<file path="src/common/hps_cmd_pkg.sv">
// Host command opcodes and the host data word type
`default_nettype none

package hps_cmd_pkg;

	// Host port data word
	localparam int IO_W = 16;

	// Opcode field in the first word of a command
	localparam int CMD_W = 8;

	typedef logic [IO_W-1:0] io_word_t;

	////////////////////////////////////////////////////////////////////////////
	// Opcodes decoded by the video register bank
	////////////////////////////////////////////////////////////////////////////

	typedef enum logic [CMD_W-1:0] {
		// 8 words of video timing
		CMD_VIDEO_TIMING = 8'h20,
		// Output height override
		CMD_VSET         = 8'h27,
		// Output width override, bit 15 is free scaling
		CMD_HSET         = 8'h37,
		// Two custom aspect pairs
		CMD_AR_CUSTOM    = 8'h3A
	} hps_cmd_e;

endpackage

`default_nettype wire

</file>
<file path="src/common/video_pkg.sv">
// Coordinate width, video timing, aspect, window config and window types
`default_nettype none

package video_pkg;

	localparam int COORD_W = 12;

	// Aspect components carry one extra flag bit on top
	localparam int ASPECT_W = COORD_W + 1;

	typedef logic [COORD_W-1:0] coord_t;

	typedef struct packed {
		coord_t width;
		coord_t hfp;
		coord_t hs;
		coord_t hbp;
		coord_t height;
		coord_t vfp;
		coord_t vs;
		coord_t vbp;
	} video_timing_t;

	// Bit 12 set on either part means exact pixel size
	typedef struct packed {
		logic [ASPECT_W-1:0] x;
		logic [ASPECT_W-1:0] y;
	} aspect_t;

	typedef struct packed {
		video_timing_t timing;
		coord_t        vset;
		coord_t        hset;
		logic          freescale;
		aspect_t       arc1;
		aspect_t       arc2;
	} win_cfg_t;

	typedef struct packed {
		coord_t hmin;
		coord_t hmax;
		coord_t vmin;
		coord_t vmax;
	} window_t;

endpackage

`default_nettype wire

</file>
<file path="src/hps_io/hps_cmd_decoder.sv">
// Host port synchronizer, strobe detection and command / word index tracking
`timescale 1ns/1ns
`default_nettype none

module hps_cmd_decoder (
	input  logic                  clk_sys,
	input  logic                  resetd,

	input  logic                  i_io_clk,
	input  logic                  i_io_uio,
	input  hps_cmd_pkg::io_word_t i_io_din,
	output logic                  o_io_ack,

	output logic                  o_wr,
	output hps_cmd_pkg::hps_cmd_e o_wr_cmd,
	output logic [3:0]            o_wr_idx,
	output hps_cmd_pkg::io_word_t o_wr_data
);
	import hps_cmd_pkg::*;

	logic [1:0] clk_sync;
	logic [1:0] uio_sync;
	io_word_t   din_s1;
	io_word_t   din_s2;
	logic       strobe;
	logic       has_cmd;

	////////////////////////////////////////////////////////////////////////////
	// Host line synchronizers
	////////////////////////////////////////////////////////////////////////////

	always_ff @(posedge clk_sys) begin
		if (resetd) begin
			clk_sync <= '0;
			uio_sync <= '0;
			o_io_ack <= 1'b0;
		end else begin
			clk_sync <= {clk_sync[0], i_io_clk};
			uio_sync <= {uio_sync[0], i_io_uio};
			// Ack echoes the host clock level one cycle late
			o_io_ack <= clk_sync[1];
		end
	end

	// Data word kept in step with the clock line
	always_ff @(posedge clk_sys) begin
		din_s1 <= i_io_din;
		din_s2 <= din_s1;
	end

	// Rising edge of the host clock, ack still low
	assign strobe = clk_sync[1] & ~o_io_ack & uio_sync[1];

	////////////////////////////////////////////////////////////////////////////
	// Opcode and word index
	////////////////////////////////////////////////////////////////////////////

	always_ff @(posedge clk_sys) begin
		if (resetd) begin
			has_cmd  <= 1'b0;
			o_wr_cmd <= hps_cmd_e'(CMD_W'(0));
			o_wr_idx <= '0;
		end else if (!uio_sync[1]) begin
			has_cmd  <= 1'b0;
			o_wr_cmd <= hps_cmd_e'(CMD_W'(0));
			o_wr_idx <= '0;
		end else if (strobe) begin
			if (!has_cmd) begin
				// First word after uio rises is the opcode
				has_cmd  <= 1'b1;
				o_wr_cmd <= hps_cmd_e'(din_s2[CMD_W-1:0]);
				o_wr_idx <= '0;
			end else if (o_wr_idx != 4'hF) begin
				// Saturate, no command uses that many words
				o_wr_idx <= o_wr_idx + 4'd1;
			end
		end
	end

	// One write per data word, index is the one before the increment
	assign o_wr      = strobe & has_cmd;
	assign o_wr_data = din_s2;

endmodule

`default_nettype wire

</file>
<file path="src/hps_io/video_cfg_regs.sv">
// Video timing, output size override and custom aspect register bank
`timescale 1ns/1ns
`default_nettype none

module video_cfg_regs (
	input  logic                  clk_sys,
	input  logic                  resetd,

	input  logic                  i_wr,
	input  hps_cmd_pkg::hps_cmd_e i_wr_cmd,
	input  logic [3:0]            i_wr_idx,
	input  hps_cmd_pkg::io_word_t i_wr_data,

	output video_pkg::win_cfg_t   o_cfg
);
	import hps_cmd_pkg::*;
	import video_pkg::*;

	// 1920x1080 at 60 Hz
	localparam video_timing_t TIMING_RESET = '{
		width:  12'd1920,
		hfp:    12'd88,
		hs:     12'd48,
		hbp:    12'd148,
		height: 12'd1080,
		vfp:    12'd4,
		vs:     12'd5,
		vbp:    12'd36
	};

	localparam win_cfg_t CFG_RESET = '{
		timing:    TIMING_RESET,
		vset:      '0,
		hset:      '0,
		freescale: 1'b0,
		arc1:      '0,
		arc2:      '0
	};

	always_ff @(posedge clk_sys) begin
		if (resetd) begin
			o_cfg <= CFG_RESET;
		end else if (i_wr) begin
			case (i_wr_cmd)
				CMD_VIDEO_TIMING: begin
					case (i_wr_idx)
						4'd0: o_cfg.timing.width  <= i_wr_data[COORD_W-1:0];
						4'd1: o_cfg.timing.hfp    <= i_wr_data[COORD_W-1:0];
						4'd2: o_cfg.timing.hs     <= i_wr_data[COORD_W-1:0];
						4'd3: o_cfg.timing.hbp    <= i_wr_data[COORD_W-1:0];
						4'd4: o_cfg.timing.height <= i_wr_data[COORD_W-1:0];
						4'd5: o_cfg.timing.vfp    <= i_wr_data[COORD_W-1:0];
						4'd6: o_cfg.timing.vs     <= i_wr_data[COORD_W-1:0];
						4'd7: o_cfg.timing.vbp    <= i_wr_data[COORD_W-1:0];
						default: ;
					endcase
				end
				CMD_VSET: begin
					if (i_wr_idx == 4'd0)
						o_cfg.vset <= i_wr_data[COORD_W-1:0];
				end
				CMD_HSET: begin
					if (i_wr_idx == 4'd0) begin
						o_cfg.freescale <= i_wr_data[IO_W-1];
						o_cfg.hset      <= i_wr_data[COORD_W-1:0];
					end
				end
				CMD_AR_CUSTOM: begin
					case (i_wr_idx)
						4'd0: o_cfg.arc1.x <= i_wr_data[ASPECT_W-1:0];
						4'd1: o_cfg.arc1.y <= i_wr_data[ASPECT_W-1:0];
						4'd2: o_cfg.arc2.x <= i_wr_data[ASPECT_W-1:0];
						4'd3: o_cfg.arc2.y <= i_wr_data[ASPECT_W-1:0];
						default: ;
					endcase
				end
				// Unknown opcodes are dropped
				default: ;
			endcase
		end
	end

endmodule

`default_nettype wire

</file>
<file path="src/video_window/umuldiv.sv">
// Iterative unsigned multiply then restoring divide, one quotient bit per cycle
`timescale 1ns/1ns
`default_nettype none

module umuldiv #(
	parameter int DIV_STEPS = 24
) (
	input  logic              clk_sys,
	input  logic              resetd,

	input  logic              i_start,
	input  video_pkg::coord_t i_mul1,
	input  video_pkg::coord_t i_mul2,
	input  video_pkg::coord_t i_div,

	output logic              o_busy,
	output video_pkg::coord_t o_result
);
	import video_pkg::*;

	localparam int CNT_W = $clog2(DIV_STEPS + 1);

	logic [2*COORD_W-1:0] product;
	logic [DIV_STEPS-1:0] num;
	logic [CNT_W-1:0]     step_cnt;
	coord_t               rem;
	coord_t               divisor;
	logic [COORD_W:0]     rem_sh;
	logic                 fits;

	assign product = i_mul1 * i_mul2;
	assign rem_sh  = {rem, num[DIV_STEPS-1]};
	assign fits    = rem_sh >= {1'b0, divisor};

	always_ff @(posedge clk_sys) begin
		if (resetd) begin
			o_busy   <= 1'b0;
			step_cnt <= '0;
		end else if (i_start && !o_busy) begin
			o_busy   <= 1'b1;
			step_cnt <= CNT_W'(DIV_STEPS);
		end else if (o_busy) begin
			// Extra cycle at zero to load the result
			if (step_cnt != '0)
				step_cnt <= step_cnt - 1'b1;
			else
				o_busy <= 1'b0;
		end
	end

	// Quotient bits shift into num as the dividend shifts out
	always_ff @(posedge clk_sys) begin
		if (i_start && !o_busy) begin
			num     <= DIV_STEPS'(product);
			rem     <= '0;
			divisor <= i_div;
		end else if (o_busy) begin
			if (step_cnt != '0) begin
				rem <= fits ? COORD_W'(rem_sh - {1'b0, divisor}) : rem_sh[COORD_W-1:0];
				num <= {num[DIV_STEPS-2:0], fits};
			end else begin
				o_result <= num[COORD_W-1:0];
			end
		end
	end

endmodule

`default_nettype wire

</file>
<file path="src/video_window/ar_window_fsm.sv">
// Looping state machine computing the centered display window
`timescale 1ns/1ns
`default_nettype none

module ar_window_fsm (
	input  logic                clk_sys,
	input  logic                resetd,

	input  video_pkg::win_cfg_t i_cfg,
	input  video_pkg::aspect_t  i_ar,

	input  logic                i_md_busy,
	input  video_pkg::coord_t   i_md_res,
	output logic                o_md_start,
	output video_pkg::coord_t   o_md_mul1,
	output video_pkg::coord_t   o_md_mul2,
	output video_pkg::coord_t   o_md_div,

	output video_pkg::window_t  o_window
);
	import video_pkg::*;

	typedef enum logic [2:0] {
		SELECT,
		MUL_W,
		WAIT_W,
		MUL_H,
		WAIT_H,
		CLAMP,
		CENTER
	} state_e;

	state_e  state;
	coord_t  out_w;
	coord_t  out_h;
	aspect_t ar_eff;
	logic    ar_exact;
	logic    ar_zero;
	logic    md_done;
	coord_t  sz_w;
	coord_t  sz_h;
	coord_t  scr_w;
	coord_t  scr_h;
	coord_t  ar_x;
	coord_t  ar_y;
	coord_t  wcalc;
	coord_t  hcalc;
	coord_t  videow;
	coord_t  videoh;
	coord_t  h_off;
	coord_t  v_off;

	// Override only when smaller than the active area
	always_comb begin
		out_h = (i_cfg.vset != '0 && i_cfg.vset < i_cfg.timing.height) ?
			i_cfg.vset : i_cfg.timing.height;
		out_w = (i_cfg.hset != '0 && i_cfg.hset < i_cfg.timing.width) ?
			i_cfg.hset : i_cfg.timing.width;
	end

	// Core ratio, or custom pair 1 / 2 when y is zero
	always_comb begin
		if (i_ar.y != '0)
			ar_eff = i_ar;
		else if (i_ar.x == ASPECT_W'(1))
			ar_eff = i_cfg.arc1;
		else if (i_ar.x == ASPECT_W'(2))
			ar_eff = i_cfg.arc2;
		else
			ar_eff = '0;
	end

	assign ar_exact = ar_eff.x[ASPECT_W-1] | ar_eff.y[ASPECT_W-1];
	assign ar_zero  = (ar_eff.x[COORD_W-1:0] == '0) || (ar_eff.y[COORD_W-1:0] == '0);
	assign md_done  = ~o_md_start & ~i_md_busy;
	assign h_off    = (scr_w - videow) >> 1;
	assign v_off    = (scr_h - videoh) >> 1;

	////////////////////////////////////////////////////////////////////////////
	// Sequencing
	////////////////////////////////////////////////////////////////////////////

	always_ff @(posedge clk_sys) begin
		if (resetd) begin
			state      <= SELECT;
			o_md_start <= 1'b0;
			o_window   <= '0;
		end else begin
			o_md_start <= 1'b0;
			case (state)
				SELECT: begin
					if (i_cfg.freescale || ar_zero || ar_exact)
						state <= CLAMP;
					else
						state <= MUL_W;
				end
				MUL_W: begin
					o_md_start <= 1'b1;
					state      <= WAIT_W;
				end
				WAIT_W: if (md_done) state <= MUL_H;
				MUL_H: begin
					o_md_start <= 1'b1;
					state      <= WAIT_H;
				end
				WAIT_H: if (md_done) state <= CLAMP;
				CLAMP:  state <= CENTER;
				CENTER: begin
					o_window.hmin <= h_off;
					o_window.hmax <= h_off + videow - COORD_W'(1);
					o_window.vmin <= v_off;
					o_window.vmax <= v_off + videoh - COORD_W'(1);
					state         <= SELECT;
				end
				default: state <= SELECT;
			endcase
		end
	end

	////////////////////////////////////////////////////////////////////////////
	// Datapath
	////////////////////////////////////////////////////////////////////////////

	always_ff @(posedge clk_sys) begin
		case (state)
			SELECT: begin
				// Snapshot for the whole pass
				sz_w  <= out_w;
				sz_h  <= out_h;
				scr_w <= i_cfg.timing.width;
				scr_h <= i_cfg.timing.height;
				ar_x  <= ar_eff.x[COORD_W-1:0];
				ar_y  <= ar_eff.y[COORD_W-1:0];
				if (i_cfg.freescale || ar_zero) begin
					wcalc <= out_w;
					hcalc <= out_h;
				end else if (ar_exact) begin
					wcalc <= ar_eff.x[COORD_W-1:0];
					hcalc <= ar_eff.y[COORD_W-1:0];
				end
			end
			MUL_W: begin
				o_md_mul1 <= sz_h;
				o_md_mul2 <= ar_x;
				o_md_div  <= ar_y;
			end
			WAIT_W: if (md_done) wcalc <= i_md_res;
			MUL_H: begin
				o_md_mul1 <= sz_w;
				o_md_mul2 <= ar_y;
				o_md_div  <= ar_x;
			end
			WAIT_H: if (md_done) hcalc <= i_md_res;
			CLAMP: begin
				videow <= (wcalc > sz_w) ? sz_w : wcalc;
				videoh <= (hcalc > sz_h) ? sz_h : hcalc;
			end
			default: ;
		endcase
	end

endmodule

`default_nettype wire

</file>
<file path="src/verilog/sys_video_ctrl.sv">
// Top level joining host decoder, register bank, window FSM and divider
`timescale 1ns/1ns
`default_nettype none

module sys_video_ctrl #(
	parameter int DIV_STEPS = 24
) (
	input  logic                  clk_sys,
	input  logic                  resetd,

	input  logic                  i_io_clk,
	input  logic                  i_io_uio,
	input  hps_cmd_pkg::io_word_t i_io_din,
	input  video_pkg::aspect_t    i_ar,

	output logic                  o_io_ack,
	output video_pkg::window_t    o_window
);
	import hps_cmd_pkg::*;
	import video_pkg::*;

	logic       wr;
	hps_cmd_e   wr_cmd;
	logic [3:0] wr_idx;
	io_word_t   wr_data;
	win_cfg_t   cfg;
	logic       md_start;
	logic       md_busy;
	coord_t     md_mul1;
	coord_t     md_mul2;
	coord_t     md_div;
	coord_t     md_res;

	hps_cmd_decoder decoder_i (
		.clk_sys   (clk_sys),
		.resetd    (resetd),
		.i_io_clk  (i_io_clk),
		.i_io_uio  (i_io_uio),
		.i_io_din  (i_io_din),
		.o_io_ack  (o_io_ack),
		.o_wr      (wr),
		.o_wr_cmd  (wr_cmd),
		.o_wr_idx  (wr_idx),
		.o_wr_data (wr_data)
	);

	video_cfg_regs regs_i (
		.clk_sys   (clk_sys),
		.resetd    (resetd),
		.i_wr      (wr),
		.i_wr_cmd  (wr_cmd),
		.i_wr_idx  (wr_idx),
		.i_wr_data (wr_data),
		.o_cfg     (cfg)
	);

	ar_window_fsm window_i (
		.clk_sys    (clk_sys),
		.resetd     (resetd),
		.i_cfg      (cfg),
		.i_ar       (i_ar),
		.i_md_busy  (md_busy),
		.i_md_res   (md_res),
		.o_md_start (md_start),
		.o_md_mul1  (md_mul1),
		.o_md_mul2  (md_mul2),
		.o_md_div   (md_div),
		.o_window   (o_window)
	);

	umuldiv #(
		.DIV_STEPS (DIV_STEPS)
	) muldiv_i (
		.clk_sys  (clk_sys),
		.resetd   (resetd),
		.i_start  (md_start),
		.i_mul1   (md_mul1),
		.i_mul2   (md_mul2),
		.i_div    (md_div),
		.o_busy   (md_busy),
		.o_result (md_res)
	);

endmodule

`default_nettype wire

</file>
<file path="config.mk">
export PLATFORM = sky130hd
export DESIGN_NAME = sys_video_ctrl
export DESIGN_NICKNAME = d
export VERILOG_FILES = /design/src/common/hps_cmd_pkg.sv /design/src/common/video_pkg.sv /design/src/hps_io/hps_cmd_decoder.sv /design/src/hps_io/video_cfg_regs.sv /design/src/video_window/umuldiv.sv /design/src/video_window/ar_window_fsm.sv /design/src/verilog/sys_video_ctrl.sv
export SDC_FILE = /design/constraint.sdc
export NUM_CORES = 1
export LEC_CHECK = 0
export ABC_AREA = 1
export BUFFER_PORTS_ARGS = -buffer_cell sky130_fd_sc_hd__buf_4
export CELL_PAD_IN_SITES_DETAIL_PLACEMENT = 1
export CELL_PAD_IN_SITES_GLOBAL_PLACEMENT = 1
export CORE_MARGIN = 5
export CORE_UTILIZATION = 23
export DETAILED_ROUTE_END_ITERATION = 16
export PLACE_DENSITY_LB_ADDON = 0.12
export SYNTH_ARGS = -nofsm -noshare
export SYNTH_HDL_FRONTEND = slang
export SYNTH_HIERARCHICAL = 1
export SYNTH_SLANG_ARGS = --single-unit
</file>
<file path="constraint.sdc">
create_clock -name clk_sys -period 11.5 [get_ports clk_sys]
set_input_delay 0.575 -clock clk_sys [delete_from_list [all_inputs] [get_ports clk_sys]]
set_output_delay 0.575 -clock clk_sys [all_outputs]
set_load 0.02 [all_outputs]
</file>
Word level (Yosys, flattened, before mapping)

Cells that the tools add are included.

Shifts and indexed selects: 0
Magnitude comparators: 5
Reduce and logical (&&, ||, !) cells: 39
$mul: 1
Add/subtract/negate cells: 9
Div/mod/pow operators: 0
Muxes and demuxes: 34
Eq/ne operators: 21
Bitwise gates (word level): 12

Operators by type and width:

| kind                                                                  | count |
|---|---|
| 12-bit two-way mux                                                    | 10 |
| 12-bit case mux with 2 select lines                                   | 5 |
| 26-bit two-way mux                                                    | 3 |
| 24-bit two-way mux                                                    | 3 |
| 12-bit subtractor                                                     | 3 |
| 3-bit AND reduction                                                   | 11 |
| 8-bit by 6-bit == test with 1-bit output (second input constant)      | 4 |
| 11-bit by 12-bit adder with 12-bit output                             | 2 |
| 12-bit > comparator                                                   | 2 |
| 12-bit zero test                                                      | 2 |
| 12-bit less-than comparator                                           | 2 |
| 12-bit by 12-bit multiplier with 24-bit output                        | 1 |
| 12-bit nonzero test                                                   | 2 |
| 12-bit by 1-bit subtractor with 12-bit output (second input constant) | 2 |
| 3-bit case mux with 6 select lines                                    | 1 |
| 5-bit two-way mux                                                     | 3 |
| 13-bit by 1-bit == test with 1-bit output (second input constant)     | 1 |
| 13-bit by 2-bit == test with 1-bit output (second input constant)     | 1 |
| 13-bit by 12-bit greater-or-equal comparator with 1-bit output        | 1 |
| 13-bit nonzero test                                                   | 1 |
| 2-bit AND reduction                                                   | 5 |
| 2-bit nonzero test                                                    | 5 |
| 3-bit == test (second input constant)                                 | 3 |
| 3-bit two-way mux                                                     | 3 |
| 23 further kinds                                                      | 45 |

Word-level logic and storage cells: 164
Flip-flop bits (word level): 423
Bits in read-only memories: 0
Output and inout port bits: 49
Input port bits: 46
Memories: 0
Latch bits: 0
RAM bits: 0

Logic depth before layout (Yosys ltp)

Gate-level depths: netlist of the first run.

Depth after elaboration: 10
Mapped depth: 25
Mapped depth without buffers: 25

Cells and area by module

The synthesis of the first run kept the hierarchy.

By module, submodules not included:

| module          | area an instance (um^2) | cells an instance | sequential area each (um^2) | times used |
|---|---|---|---|---|
| ar_window_fsm   | 12409.4                 | 1476              | 5685.5                      | 1 |
| umuldiv         | 8438.1                  | 1112              | 1801.7                      | 1 |
| video_cfg_regs  | 7095.6                  | 997               | 3463.3                      | 1 |
| hps_cmd_decoder | 1361.3                  | 126               | 1001.0                      | 1 |

Least setup slack after synthesis of the first run

Ideal clock, no wire load.

Kind: register to register
From: register window_i.o_md_mul2[3]
To: register muldiv_i.num[19] (data pin)
Data arrival time: 4374 ps
Cell stages (with the launch flop): 20
Path slack: 6871 ps
Required time: 11246 ps
Cell sequence: edfxtp_1 clkbuf_1 nand2_1 fa_1 inv_1 fa_1 fa_1 fa_1 inv_1 fa_1 inv_1 ha_1 nand2_1 inv_1 a21oi_1 inv_1 a21oi_1 nand3b_1 nand3_1 nand2_1

Cells in the longest elaborated chain, start to end: 2

RTL lines:

| item                                           | RTL line             | text |
|---|---|---|
| start, declared                                | ar_window_fsm.sv:16  | `output video_pkg::coord_t o_md_mul2,` |
| start signal, assigned                         | ar_window_fsm.sv:144 | `o_md_mul2 <= ar_x;` |
| start signal, assigned                         | ar_window_fsm.sv:150 | `o_md_mul2 <= ar_y;` |
| 12-bit by 12-bit multiplier with 24-bit output | umuldiv.sv:31        | `assign product = i_mul1 * i_mul2;` |
| 24-bit two-way mux                             | umuldiv.sv:53        | `if (i_start && !o_busy) begin` |
| end signal, assigned                           | umuldiv.sv:54        | `num <= DIV_STEPS'(product);` |
| end signal, assigned                           | umuldiv.sv:60        | `num <= {num[DIV_STEPS-2:0], fits};` |
| end, declared                                  | umuldiv.sv:24        | `logic [DIV_STEPS-1:0] num;` |

No other way between the ends.
A chain may end at the register's enable or synchronous reset.

Worst setup path in the final report of the first run

From: register window_i.o_md_mul2[10]
To: register muldiv_i.num[21] (data pin)

The elaborated chain is that of the path after synthesis.

==> run metrics, run 1 <==
GR Util All Layers=approximately 14%; clock insertion delay at the later pin of the skew report=630 ps; clock sink count=between 400 and 500; Setup crit end kind=flip-flop; Area growth syn-to-layout=14.93%; met2 global-route usage=23.95%; initial cell density of the core=between 20 and 25%; first-pass detailed-route iteration total=6; Min Clock Period, post-route=about 5300 ps; non-filler cells in the finished layout=4914; number of placed instances, taps included=roughly 4800; peak ir drop on the vdd network=approximately 0.00023 V; Crit Path Class=flip-flop to flip-flop; # port buffers=90; die boundary width=348.8 µm; skew final=about 24 ps; most used routing layer=met2; startpoint type of the worst setup path=flip-flop; fill cell instance count of the final layout=~14000; number of maximum-capacitance constraint violations=0; Syn Std Cell Area=26400 µm²; share of post-route cells with drive strength above 1=~7.6%; total wire length after detailed routing=86500 µm; Std-Cell Core Area=around 110000 µm²; average detailed-routed wire length per instance=approximately 18 µm; RSZ-0062 raised after global routing=no; antenna cells=0; startpoint of the lowest-slack register-to-register path=window_i/o_md_mul2[10]; Final Setup Violations=0; num rows=124; average vias per placed instance=about 4.2; last weighted congestion value of the routability-driven placer=0.7693; worst slew margin relative to its limit=a little over a quarter; Layout Nets=~3700; Initial DRC Count=907; maximum number of pins on one net before global-route repair=between 70 and 80; number of CTS-inserted buffers=53; worst reg-to-reg path cell count=19; clock tree from TritonCTS=done; Worst Hold Class=primary input to flip-flop; Detail Route Antenna Nets=0; maximum root-to-sink buffer count=3; fraction of met3 tracks used by global routing=~1.7%; vias in the first global route=around 22000; total overflow reported by the global router=0; height of the chip=348.8 µm; slew at the pin closest to its max-slew limit=1107 ps; CP startpoint=window_i/o_md_mul2[10]; H-Tree Depth=2; Resized cells post-CTS=0; final critical-path share of the clock period=45.88%; Final Hold Violating Endpoints=0; count of synthesis-stage warnings from yosys=6; IO Pins=95; Pins Over Slew Limit=0; Cells after Synth=between 3000 and 4000; leakage power of the design=14.48 nW; clock-pin slew reported for the worst setup and hold paths after clock tree synthesis=~60 ps; Min Hold Slack=between 100 and 150 ps; Fin Setup TNS=0 ps; CP max FO=12; wire length of the first global-routing pass=approximately 130000 µm; run status=complete, no violations; met1 GRT Util=a little under 20%; DPL Wire Length=between 60000 and 70000 µm; CP Data Required Time=roughly 12000 ps; Worst R2R Setup Slack=6220 ps; cell chosen for the clock root=sky130_fd_sc_hd__clkbuf_16; Worst setup endpoint=muldiv_i/num[21]; initial antenna violation count=0; achievable clock frequency=~0.19 GHz; critical path arrival=roughly 5700 ps; power density over the cells=between 200 and 300 nW/µm²; DR vias=~21000; DR DRC count=0; Avg Inst Size Synth=7.949 µm²; endpoint of the worst-slack reg-to-reg timing path=muldiv_i/num[21]; die area=about 120000 µm²
-- registers in the layout, indices dropped and copies added (netlist names), 14 cells and up --
name,flops
regs_i/o_cfg,101
decoder_i/o_wr_data,14
window_i/o_window,46
decoder_i/din_s1,14
muldiv_i/num,24
-- metal layers --
layer	up-vias	share of wire [%]
li1	10520	-
met1	10020	48
met2	196	47
met3	67	2.5
met4	0	1.8
met5	-	0
-- worst min path at each step --
stage                             start                endpoint  depth (start not counted)  slack, ps
floorplan           decoder_i/din_s1[0]  decoder_i/o_wr_data[0]                          0        310
global placement    decoder_i/din_s1[9]  decoder_i/o_wr_data[9]                          0        310
detailed placement  decoder_i/din_s1[3]  decoder_i/o_wr_data[3]                          0        310
CTS                            i_io_clk   decoder_i/clk_sync[0]                          3         80
global route                   i_io_clk   decoder_i/clk_sync[0]                          3        120
finish                         i_io_uio   decoder_i/uio_sync[0]                          3        140
-- final cells by class --
type	instances	area, µm²	share of cell area (%)
Multi-Input combinational cell	2162	13020	42.91
Sequential cell	419	10430	34.38
Inverter	598	2250	7.415
Tap cell	1512	1892	6.235
Clock buffer	65	1401	4.619
Timing Repair Buffer	124	965.9	3.184
Clock inverter	34	382.9	1.262
-- metrics by stage --
stage	utilization (%)	power [W]	instance area [µm²]	setup WS (ps)
global placement	24.88	0.006270	28420	6172
CTS	26.57	0.008102	30340	6120
finish	26.57	0.007858	30340	6224
global route	26.57	0.008702	30340	5893
floorplan	-	0.004897	26400	6871
detailed placement	24.88	0.006267	28420	6117
-- layout by cell type, fill, tap and decap left out, types with 8 or more instances in the layout --
cell type,instances
sky130_fd_sc_hd__nand2_1,832
sky130_fd_sc_hd__fa_1,105
sky130_fd_sc_hd__nand3b_1,15
sky130_fd_sc_hd__dlygate4sd3_1,14
sky130_fd_sc_hd__nand3_2,8
sky130_fd_sc_hd__nand4_1,51
sky130_fd_sc_hd__o211ai_1,18
sky130_fd_sc_hd__buf_4,110
sky130_fd_sc_hd__inv_1,589
sky130_fd_sc_hd__nor2_1,311
sky130_fd_sc_hd__o21ai_0,178
sky130_fd_sc_hd__clkbuf_1,9
sky130_fd_sc_hd__nand3_1,170
sky130_fd_sc_hd__clkbuf_16,53
sky130_fd_sc_hd__xnor2_1,19
sky130_fd_sc_hd__ha_1,185
sky130_fd_sc_hd__edfxtp_1,204
sky130_fd_sc_hd__a21oi_1,149
sky130_fd_sc_hd__clkinv_2,10
sky130_fd_sc_hd__nor3_1,10
sky130_fd_sc_hd__dfxtp_1,215
sky130_fd_sc_hd__xor2_1,33
sky130_fd_sc_hd__nor2_2,12
-- report_power, final --
group          internal, W  switching, W  leakage, nW  total (W)
clock network      0.00103      0.000709        0.879    0.00174
registers          0.00174      0.000121         3.63    0.00186
logic              0.00152       0.00275         9.97    0.00426
-- critical path, cell delays in order, from the launching register on --
cell,delay [ps]
sky130_fd_sc_hd__edfxtp_1,860
sky130_fd_sc_hd__nand2_1,160
sky130_fd_sc_hd__fa_1,510
sky130_fd_sc_hd__fa_1,490
sky130_fd_sc_hd__inv_1,50
sky130_fd_sc_hd__fa_1,480
sky130_fd_sc_hd__fa_1,520
sky130_fd_sc_hd__inv_1,60
sky130_fd_sc_hd__fa_1,480
sky130_fd_sc_hd__inv_1,40
sky130_fd_sc_hd__ha_1,370
sky130_fd_sc_hd__nand2_1,130
sky130_fd_sc_hd__nor2_1,250
sky130_fd_sc_hd__inv_1,70
sky130_fd_sc_hd__nor2_1,100
sky130_fd_sc_hd__nand3_1,130
sky130_fd_sc_hd__nand3_1,120
sky130_fd_sc_hd__nand2_1,50
sky130_fd_sc_hd__nand3_1,80
sky130_fd_sc_hd__nand2_1,60
-- repair_timing --
action | CTS | global route
hold buffers | 14 | 0
setup endpoints to repair | 0 | 0
hold endpoints to repair | 14 | 0
buffers inserted | 0 | 0
(Power assumes the default switching activity.)
==> run 2, diff against run 1 <==
--- a/config.mk
+++ b/config.mk
@@ -5,7 +5,7 @@
 export SDC_FILE = /design/constraint.sdc
 export NUM_CORES = 1
 export LEC_CHECK = 0
-export ABC_AREA = 1
+export ABC_AREA = 0
 export BUFFER_PORTS_ARGS = -buffer_cell sky130_fd_sc_hd__buf_4
 export CELL_PAD_IN_SITES_DETAIL_PLACEMENT = 1
 export CELL_PAD_IN_SITES_GLOBAL_PLACEMENT = 1
==> constraint.sdc (replaced) <==
create_clock -name clk_sys -period 5.3 [get_ports clk_sys]
set_input_delay 0.265 -clock clk_sys [delete_from_list [all_inputs] [get_ports clk_sys]]
set_output_delay 0.265 -clock clk_sys [all_outputs]
set_load 0.02 [all_outputs]
==> run 2 against run 1 <==
  * Via count down 7.7%
  * Critical path depth fell by 2
  * Worst hold slack worse by 110 ps
  * Largest cell class unchanged
==> run metrics, run 2 <==
run status=complete, no violations (unchanged); Setup WS post-layout=185.4 ps (was 6224 ps); endpoint of the worst-slack reg-to-reg timing path=muldiv_i/num[20] (was muldiv_i/num[21]); number of maximum-capacitance constraint violations=0 (unchanged); Worst Hold Class=primary input to flip-flop (unchanged); Min Clock Period, post-route=5115 ps (was 5276 ps); worst slew margin relative to its limit=11.39% (was 26.15%); num rows=123 (was 124); most common library cell in the layout ignoring fill and taps=sky130_fd_sc_hd__inv_1 (was sky130_fd_sc_hd__nand2_1); Reg power frac=22.7% (was 23.6%); cell chain of the critical path=buf_4 -> buf_4 -> and2_1 -> fa_1 -> ha_1 -> fa_1 -> inv_1 -> fa_1 -> fa_1 -> inv_1 -> ha_1 -> o21a_1 -> o31a_1 -> o31ai_2 -> a31oi_1 -> or4b_1 -> nand3_1 (was nand2_1 -> fa_1 -> fa_1 -> inv_1 -> fa_1 -> fa_1 -> inv_1 -> fa_1 -> inv_1 -> ha_1 -> nand2_1 -> nor2_1 -> inv_1 -> nor2_1 -> nand3_1 -> nand3_1 -> nand2_1 -> nand3_1 -> nand2_1); net switching power figure=0.007136 W (was 0.003579 W); fin area=30670 µm² (was 30340 µm²); leading registers by flop count=regs_i/o_cfg: 101 flops, window_i/o_window: 46 flops, muldiv_i/num: 24 flops (unchanged); number of instances on the worst hold path=2 (was 3); final critical-path share of the clock period=96.50% (was 45.88%); Std-Cell Core Area=112200 µm² (was 114200 µm²); share of post-route cells with drive strength above 1=13.79% (was 7.554%); register with the most flip-flops=regs_i/o_cfg (unchanged); total wire length after detailed routing=84530 µm (was 86500 µm); die area=119500 µm² (was 121600 µm²); initial cell density of the core=23.10% (was 23.12%); # port buffers=90 (unchanged); peak ir drop on the vdd network=0.0006221 V (was 0.0002327 V); maximum number of pins on one net before global-route repair=86 (was 74); fill cell instance count of the final layout=12644 (was 13752); startpoint type of the worst setup path=flip-flop (unchanged); Pins Over Slew Limit=0 (unchanged); power density over the cells=565.9 nW/µm² (was 259.0 nW/µm²); Clk network pwr share=22.5% (was 22.1%); CP max-delay cell=sky130_fd_sc_hd__edfxtp_1 (unchanged); DR DRC count=0 (unchanged); count of synthesis-stage warnings from yosys=6 (unchanged); cell chosen for the clock root=sky130_fd_sc_hd__clkbuf_16 (unchanged); wire length of the first global-routing pass=130500 µm (was 133000 µm); Worst R2R Setup Slack=190 ps (was 6220 ps); worst min-delay path startpoint=i_ar[4] (was i_io_uio); Initial DRC Count=848 (was 907); maximum root-to-sink buffer count=3 (unchanged); skew final=56.49 ps (was 23.54 ps); height of the chip=345.6 µm (was 348.8 µm); achievable clock frequency=0.1955 GHz (was 0.1895 GHz); Detail Route Antenna Nets=0 (unchanged); average detailed-routed wire length per instance=19.86 µm (was 17.60 µm); critical path arrival=5640 ps (was 5650 ps); combinational fraction of design power=54.8% (was 54.3%); CP max FO=6 (was 12); power consumption=0.01735 W (was 0.007858 W); initial antenna violation count=4 (was 0); Area growth syn-to-layout=18.35% (was 14.93%); slew at the pin closest to its max-slew limit=1296 ps (was 1107 ps); CP Data Required Time=5830 ps (was 11880 ps); Layout Nets=3049 (was 3694); Syn Std Cell Area=25910 µm² (was 26400 µm²); DR vias=19198 (was 20803); placement-stage cell area=28390 µm² (was 28420 µm²); first-pass detailed-route iteration total=5 (was 6); clock sink count=419 (unchanged); CP startpoint=window_i/o_md_mul2[4] (was window_i/o_md_mul2[10]); number of flip-flops under the largest register name=101 (unchanged); leakage power of the design=13.11 nW (was 14.48 nW); non-filler cells in the finished layout=4257 (was 4914); most frequent cells in the layout=287 x sky130_fd_sc_hd__inv_1, 240 x sky130_fd_sc_hd__nand2_1, 215 x sky130_fd_sc_hd__dfxtp_1 (was 832 x sky130_fd_sc_hd__nand2_1, 589 x sky130_fd_sc_hd__inv_1, 311 x sky130_fd_sc_hd__nor2_1); total overflow reported by the global router=0 (unchanged); vias in the first global route=20856 (was 21617); IO Pins=95 (unchanged); RSZ-0062 raised after global routing=yes (was no); P_int=0.01022 W (was 0.004279 W); Cells after Synth=2602 (was 3321); fraction of power spent switching nets=41.12% (was 45.54%); number of CTS-inserted buffers=55 (was 53); clock tree from TritonCTS=done (unchanged); Setup crit end kind=flip-flop (unchanged); die boundary width=345.6 µm (was 348.8 µm); CP max stage delay=500 ps (was 860 ps); average vias per placed instance=4.510 (was 4.233); clock insertion delay at the later pin of the skew report=660 ps (was 630 ps); H-Tree Depth=2 (unchanged); Avg Inst Size Synth=9.958 µm² (was 7.949 µm²); destination of the worst hold path=window_i/ar_y[4] (was decoder_i/uio_sync[0]); last weighted congestion value of the routability-driven placer=0.8048 (was 0.7693); startpoint of the lowest-slack register-to-register path=window_i/o_md_mul2[4] (was window_i/o_md_mul2[10]); Crit Path Class=flip-flop to flip-flop (unchanged); number of placed instances, taps included=4120 (was 4801); Final Setup Violations=0 (unchanged); most frequent cell on the critical path=sky130_fd_sc_hd__fa_1 (unchanged); clock-pin slew reported for the worst setup and hold paths after clock tree synthesis=60 ps (about the same); Place WS=-50.59 ps (was 6117 ps); Final Hold Violating Endpoints=0 (unchanged); worst reg-to-reg path cell count=17 (was 19); GR Util All Layers=13.93% (was 14.13%); DPL Wire Length=64690 µm (was 65930 µm)
-- run 2: critical path: cells and delay by family, from the launching register on --
kind	cells	cell delay, ps
buffers and inverters	4	420
AOI/OAI and AO/OA	4	880
DFF	1	500
and+or+nand+nor	3	720
adders and majority gates	6	2450
-- run 2: final cells by class --
type,count,area [µm²],area share (%)
clock inverters,31,402.9,1.314
inverters,288,1081,3.525
multi-input cells,1754,13850,45.17
clock buffers,69,1479,4.823
well taps,1500,1877,6.120
diodes,1,2.502,0.008160
repair buffers,195,1541,5.027
flip-flops and latches,419,10430,34.01
-- run 2: worst max path at each step --
stage	depth (start not counted)	end	slack, ps
2_1_floorplan	18	muldiv_i/num[20]	280
3_3_place_gp	17	muldiv_i/num[19]	20
3_5_place_dp	17	muldiv_i/num[19]	-50
4_1_cts	16	muldiv_i/num[21]	90
5_1_grt	17	muldiv_i/num[20]	-40
6_report	17	muldiv_i/num[20]	190
-- run 2: power by group through the flow --
stage | Clock [W] | Sequential [W] | Combinational [W]
4_1_cts | 0.00408 | 0.00395 | 0.00941
3_3_place_gp | 0 | 0.00402 | 0.00928
3_5_place_dp | 0 | 0.00402 | 0.00931
6_report | 0.00391 | 0.00394 | 0.00951
5_1_grt | 0.00420 | 0.00397 | 0.0108
2_1_floorplan | 0 | 0.00393 | 0.00632
-- run 2: through the flow --
stage,TNS (ps),utilization (%),hold slack (ps)
after global placement,0,25.31,312.3
after CTS,0,27.25,0.09043
after floorplan,0,-,292.7
final,0,27.33,34.48
after detailed placement,-61.53,25.31,313.5
after global routing,-77.27,27.33,5.176
-- run 2: layer usage --
| metal | wire (µm) | GRT usage [%] | up-vias | part of all wire, % |
|---|---|---|---|---|
| met4 | 2183 | 4.059 | 0 | 2.6 |
| li1 | - | - | 9228 | - |
| met3 | 2375 | 1.693 | 89 | 2.8 |
| met2 | 39550 | 23.19 | 249 | 47 |
| met5 | 0 | 0 | - | 0 |
| met1 | 40420 | 19.04 | 9632 | 48 |
-- run 2: timing repair --
item	4_1_cts	5_1_grt
hold buffers	26	0
buffers inserted	5	5
endpoints found under the hold margin	30	0
setup endpoints to repair	2	7
pin swaps	0	6
gates resized for setup	1	10
==> run 3, diff against run 2 <==
--- a/config.mk
+++ b/config.mk
@@ -5,7 +5,7 @@
 export SDC_FILE = /design/constraint.sdc
 export NUM_CORES = 1
 export LEC_CHECK = 0
-export ABC_AREA = 0
+export ABC_AREA = 1
 export BUFFER_PORTS_ARGS = -buffer_cell sky130_fd_sc_hd__buf_4
 export CELL_PAD_IN_SITES_DETAIL_PLACEMENT = 1
 export CELL_PAD_IN_SITES_GLOBAL_PLACEMENT = 1
==> run 3 against run 2 <==
  * Wire length up 3.3%
  * Design area rose by 0.84%
  * Clock skew shrank 34 ps
  * Maximum frequency increased by 3.5%
  * Clock power up 4%
  * Critical path depth up 1
  * Global-route usage rose by 0.31 points
  * Combinational power fell by 2.6%
  * Critical endpoint is now muldiv_i/num[17]
==> run metrics, run 3 (synthesis gave the netlist of run 1 again) <==
run status=complete, no violations (unchanged); clock insertion delay at the later pin of the skew report=640 ps (was 660 ps); destination of the worst hold path=window_i/ar_x[7] (was window_i/ar_y[4]); net switching power figure=0.007681 W (was 0.007136 W); wire length of the first global-routing pass=134100 µm (was 130500 µm); H-Tree Depth=2 (unchanged); power consumption=0.01729 W (was 0.01735 W); RSZ-0062 raised after global routing=no (was yes); DPL Wire Length=67500 µm (was 64690 µm); worst min-delay path startpoint=i_ar[20] (was i_ar[4]); number of maximum-capacitance constraint violations=0 (unchanged); number of instances on the worst hold path=3 (was 2); startpoint of the lowest-slack register-to-register path=window_i/o_md_mul1[2] (was window_i/o_md_mul2[4]); Min Hold Slack=93.15 ps (was 34.48 ps); average detailed-routed wire length per instance=17.59 µm (was 19.86 µm); worst slew margin relative to its limit=21.88% (was 11.39%); num rows=124 (was 123); fraction of power spent switching nets=44.43% (was 41.12%); maximum root-to-sink buffer count=3 (unchanged); Initial DRC Count=884 (was 848); P_int=0.009605 W (was 0.01022 W); average vias per placed instance=4.214 (was 4.510); first-pass detailed-route iteration total=4 (was 5); IO Pins=95 (unchanged); clock tree from TritonCTS=done (unchanged); vias in the first global route=21703 (was 20856); placement-stage cell area=28540 µm² (was 28390 µm²); GR Util All Layers=14.24% (was 13.93%); leading registers by flop count=regs_i/o_cfg: 101 flops, window_i/o_window: 46 flops, muldiv_i/num: 24 flops (unchanged); kind of cell adding the most delay to the critical path=adder cells (unchanged); skew final=22.56 ps (was 56.49 ps); Crit Path Class=flip-flop to flip-flop (unchanged); Min Clock Period, post-route=4944 ps (was 5115 ps); DR vias=20914 (was 19198); height of the chip=348.8 µm (was 345.6 µm); clock-pin slew reported for the worst setup and hold paths after clock tree synthesis=60 ps (about the same); final critical-path share of the clock period=93.28% (was 96.50%); CP Data Required Time=5690 ps (was 5830 ps); die boundary width=348.8 µm (was 345.6 µm); Pins Over Slew Limit=0 (unchanged); number of flip-flops under the largest register name=101 (unchanged); die area=121600 µm² (was 119500 µm²); Setup WS post-layout=356.0 ps (was 185.4 ps); power density over the cells=559.0 nW/µm² (was 565.9 nW/µm²); worst reg-to-reg path cell count=18 (was 17); fill cell instance count of the final layout=13703 (was 12644); achievable clock frequency=0.2023 GHz (was 0.1955 GHz); leakage power of the design=14.78 nW (was 13.11 nW); maximum number of pins on one net before global-route repair=78 (was 86); Fin Setup TNS=0 ps (unchanged); CP max FO=12 (was 6); WP buf/inv=5 (was 4); critical path arrival=5340 ps (was 5640 ps); total wire length after detailed routing=87320 µm (was 84530 µm); # port buffers=90 (unchanged); CP max stage delay=640 ps (was 500 ps); startpoint type of the worst setup path=flip-flop (unchanged); endpoint of the worst-slack reg-to-reg timing path=muldiv_i/num[17] (was muldiv_i/num[20]); initial antenna violation count=1 (was 4); fin area=30920 µm² (was 30670 µm²); peak ir drop on the vdd network=0.0004934 V (was 0.0006221 V); slew at the pin closest to its max-slew limit=1166 ps (was 1296 ps); number of CTS-inserted buffers=55 (unchanged); Reg power frac=23.0% (was 22.7%); Resized cells post-CTS=0 (was 1); cell chosen for the clock root=sky130_fd_sc_hd__clkbuf_16 (unchanged); initial cell density of the core=23.12% (was 23.10%); total overflow reported by the global router=0 (unchanged); antenna cells=0 (was 1); Setup crit end kind=flip-flop (unchanged); Worst Hold Class=primary input to flip-flop (unchanged); Final Setup Violations=0 (unchanged); Std-Cell Core Area=114200 µm² (was 112200 µm²); clock sink count=419 (unchanged); CP max-delay cell=sky130_fd_sc_hd__edfxtp_1 (unchanged); Area growth syn-to-layout=17.14% (was 18.35%); most common library cell in the layout ignoring fill and taps=sky130_fd_sc_hd__nand2_1 (was sky130_fd_sc_hd__inv_1); share of post-route cells with drive strength above 1=8.577% (was 13.79%); last weighted congestion value of the routability-driven placer=0.7640 (was 0.8048); Place WS=195.4 ps (was -50.59 ps); combinational fraction of design power=53.6% (was 54.8%); most frequent cells in the layout=832 x sky130_fd_sc_hd__nand2_1, 589 x sky130_fd_sc_hd__inv_1, 311 x sky130_fd_sc_hd__nor2_1 (was 287 x sky130_fd_sc_hd__inv_1, 240 x sky130_fd_sc_hd__nand2_1, 215 x sky130_fd_sc_hd__dfxtp_1); DR DRC count=0 (unchanged); register with the most flip-flops=regs_i/o_cfg (unchanged); Clk network pwr share=23.5% (was 22.5%); Worst R2R Setup Slack=360 ps (was 190 ps); Detail Route Antenna Nets=0 (unchanged); Final Hold Violating Endpoints=0 (unchanged); Layout Nets=3742 (was 3049); cell chain of the critical path=nand2_1 -> fa_1 -> fa_1 -> inv_1 -> fa_1 -> fa_1 -> inv_1 -> fa_1 -> inv_1 -> ha_1 -> nand2_1 -> inv_1 -> a21oi_1 -> inv_1 -> a21oi_1 -> nand3b_1 -> nand3_1 -> nand2_1 (was buf_4 -> buf_4 -> and2_1 -> fa_1 -> ha_1 -> fa_1 -> inv_1 -> fa_1 -> fa_1 -> inv_1 -> ha_1 -> o21a_1 -> o31a_1 -> o31ai_2 -> a31oi_1 -> or4b_1 -> nand3_1)
==> run 3: cell types whose count changed in the layout (fill, tap and decap cells not counted), moves of 106 or more <==
cell / change
sky130_fd_sc_hd__nand3_1: +122
sky130_fd_sc_hd__inv_1: +302
sky130_fd_sc_hd__mux2i_1: -106
sky130_fd_sc_hd__nand2_1: +592
sky130_fd_sc_hd__nand2b_1: -130
sky130_fd_sc_hd__nor2_1: +198
==> run 3: worst min-delay path, cell delays in order <==
cell and delay [ps]:
sky130_fd_sc_hd__buf_4 100, sky130_fd_sc_hd__nand2_1 50, sky130_fd_sc_hd__nand2_1 160
==> run 3: timing repair <==
action / 4_1_cts / 5_1_grt
setup endpoints to repair: 0 / 8
setup buffers: 0 / 15
hold buffers: 29 / 0
hold endpoints to repair: 29 / 0
==> run 3: worst max path at each step <==
stage / from / endpoint / cells past startpoint
after floorplan: window_i/o_md_mul2[3] / muldiv_i/num[19] / 19
after detailed placement: window_i/o_md_mul2[3] / muldiv_i/num[18] / 19
after global placement: window_i/o_md_mul2[3] / muldiv_i/num[14] / 16
final: window_i/o_md_mul1[2] / muldiv_i/num[17] / 18
after CTS: window_i/o_md_mul2[3] / muldiv_i/num[18] / 19
after global routing: window_i/o_md_mul1[2] / muldiv_i/num[19] / 18
==> run 3: power by group through the flow <==
| stage | clock network [W] | logic, W | registers [W] |
|---|---|---|---|
| 4_1_cts | 0.00424 | 0.00960 | 0.00400 |
| 2_1_floorplan | 0 | 0.00669 | 0.00394 |
| 3_3_place_gp | 0 | 0.00955 | 0.00407 |
| 6_report | 0.00406 | 0.00926 | 0.00397 |
| 3_5_place_dp | 0 | 0.00952 | 0.00407 |
| 5_1_grt | 0.00435 | 0.0109 | 0.00400 |
==> run 3: per-stage QoR <==
| stage | cells | util [%] |
|---|---|---|
| floorplan | 3322 | - |
| global placement | 4817 | 24.99 |
| detailed placement | 4817 | 24.99 |
| CTS | 4948 | 26.97 |
| global route | 4963 | 27.08 |
| finish | 4963 | 27.08 |
==> run 3: layout make-up <==
class | instances | area, µm² | area share, %
clock buffer | 75 | 1627 | 5.260
clock inverter | 27 | 345.3 | 1.117
timing repair buffer | 170 | 1361 | 4.402
tap | 1512 | 1892 | 6.118
inverter | 598 | 2250 | 7.275
sequential | 419 | 10430 | 33.73
multi-input combinational | 2162 | 13020 | 42.10
==> run 3: layer usage <==
layer	wire (µm)	up-vias	GRT usage (%)
li1	-	10619	-
met1	43200	10049	19.96
met2	40730	168	23.73
met3	1815	78	1.516
met4	1573	0	3.206
met5	0	-	0
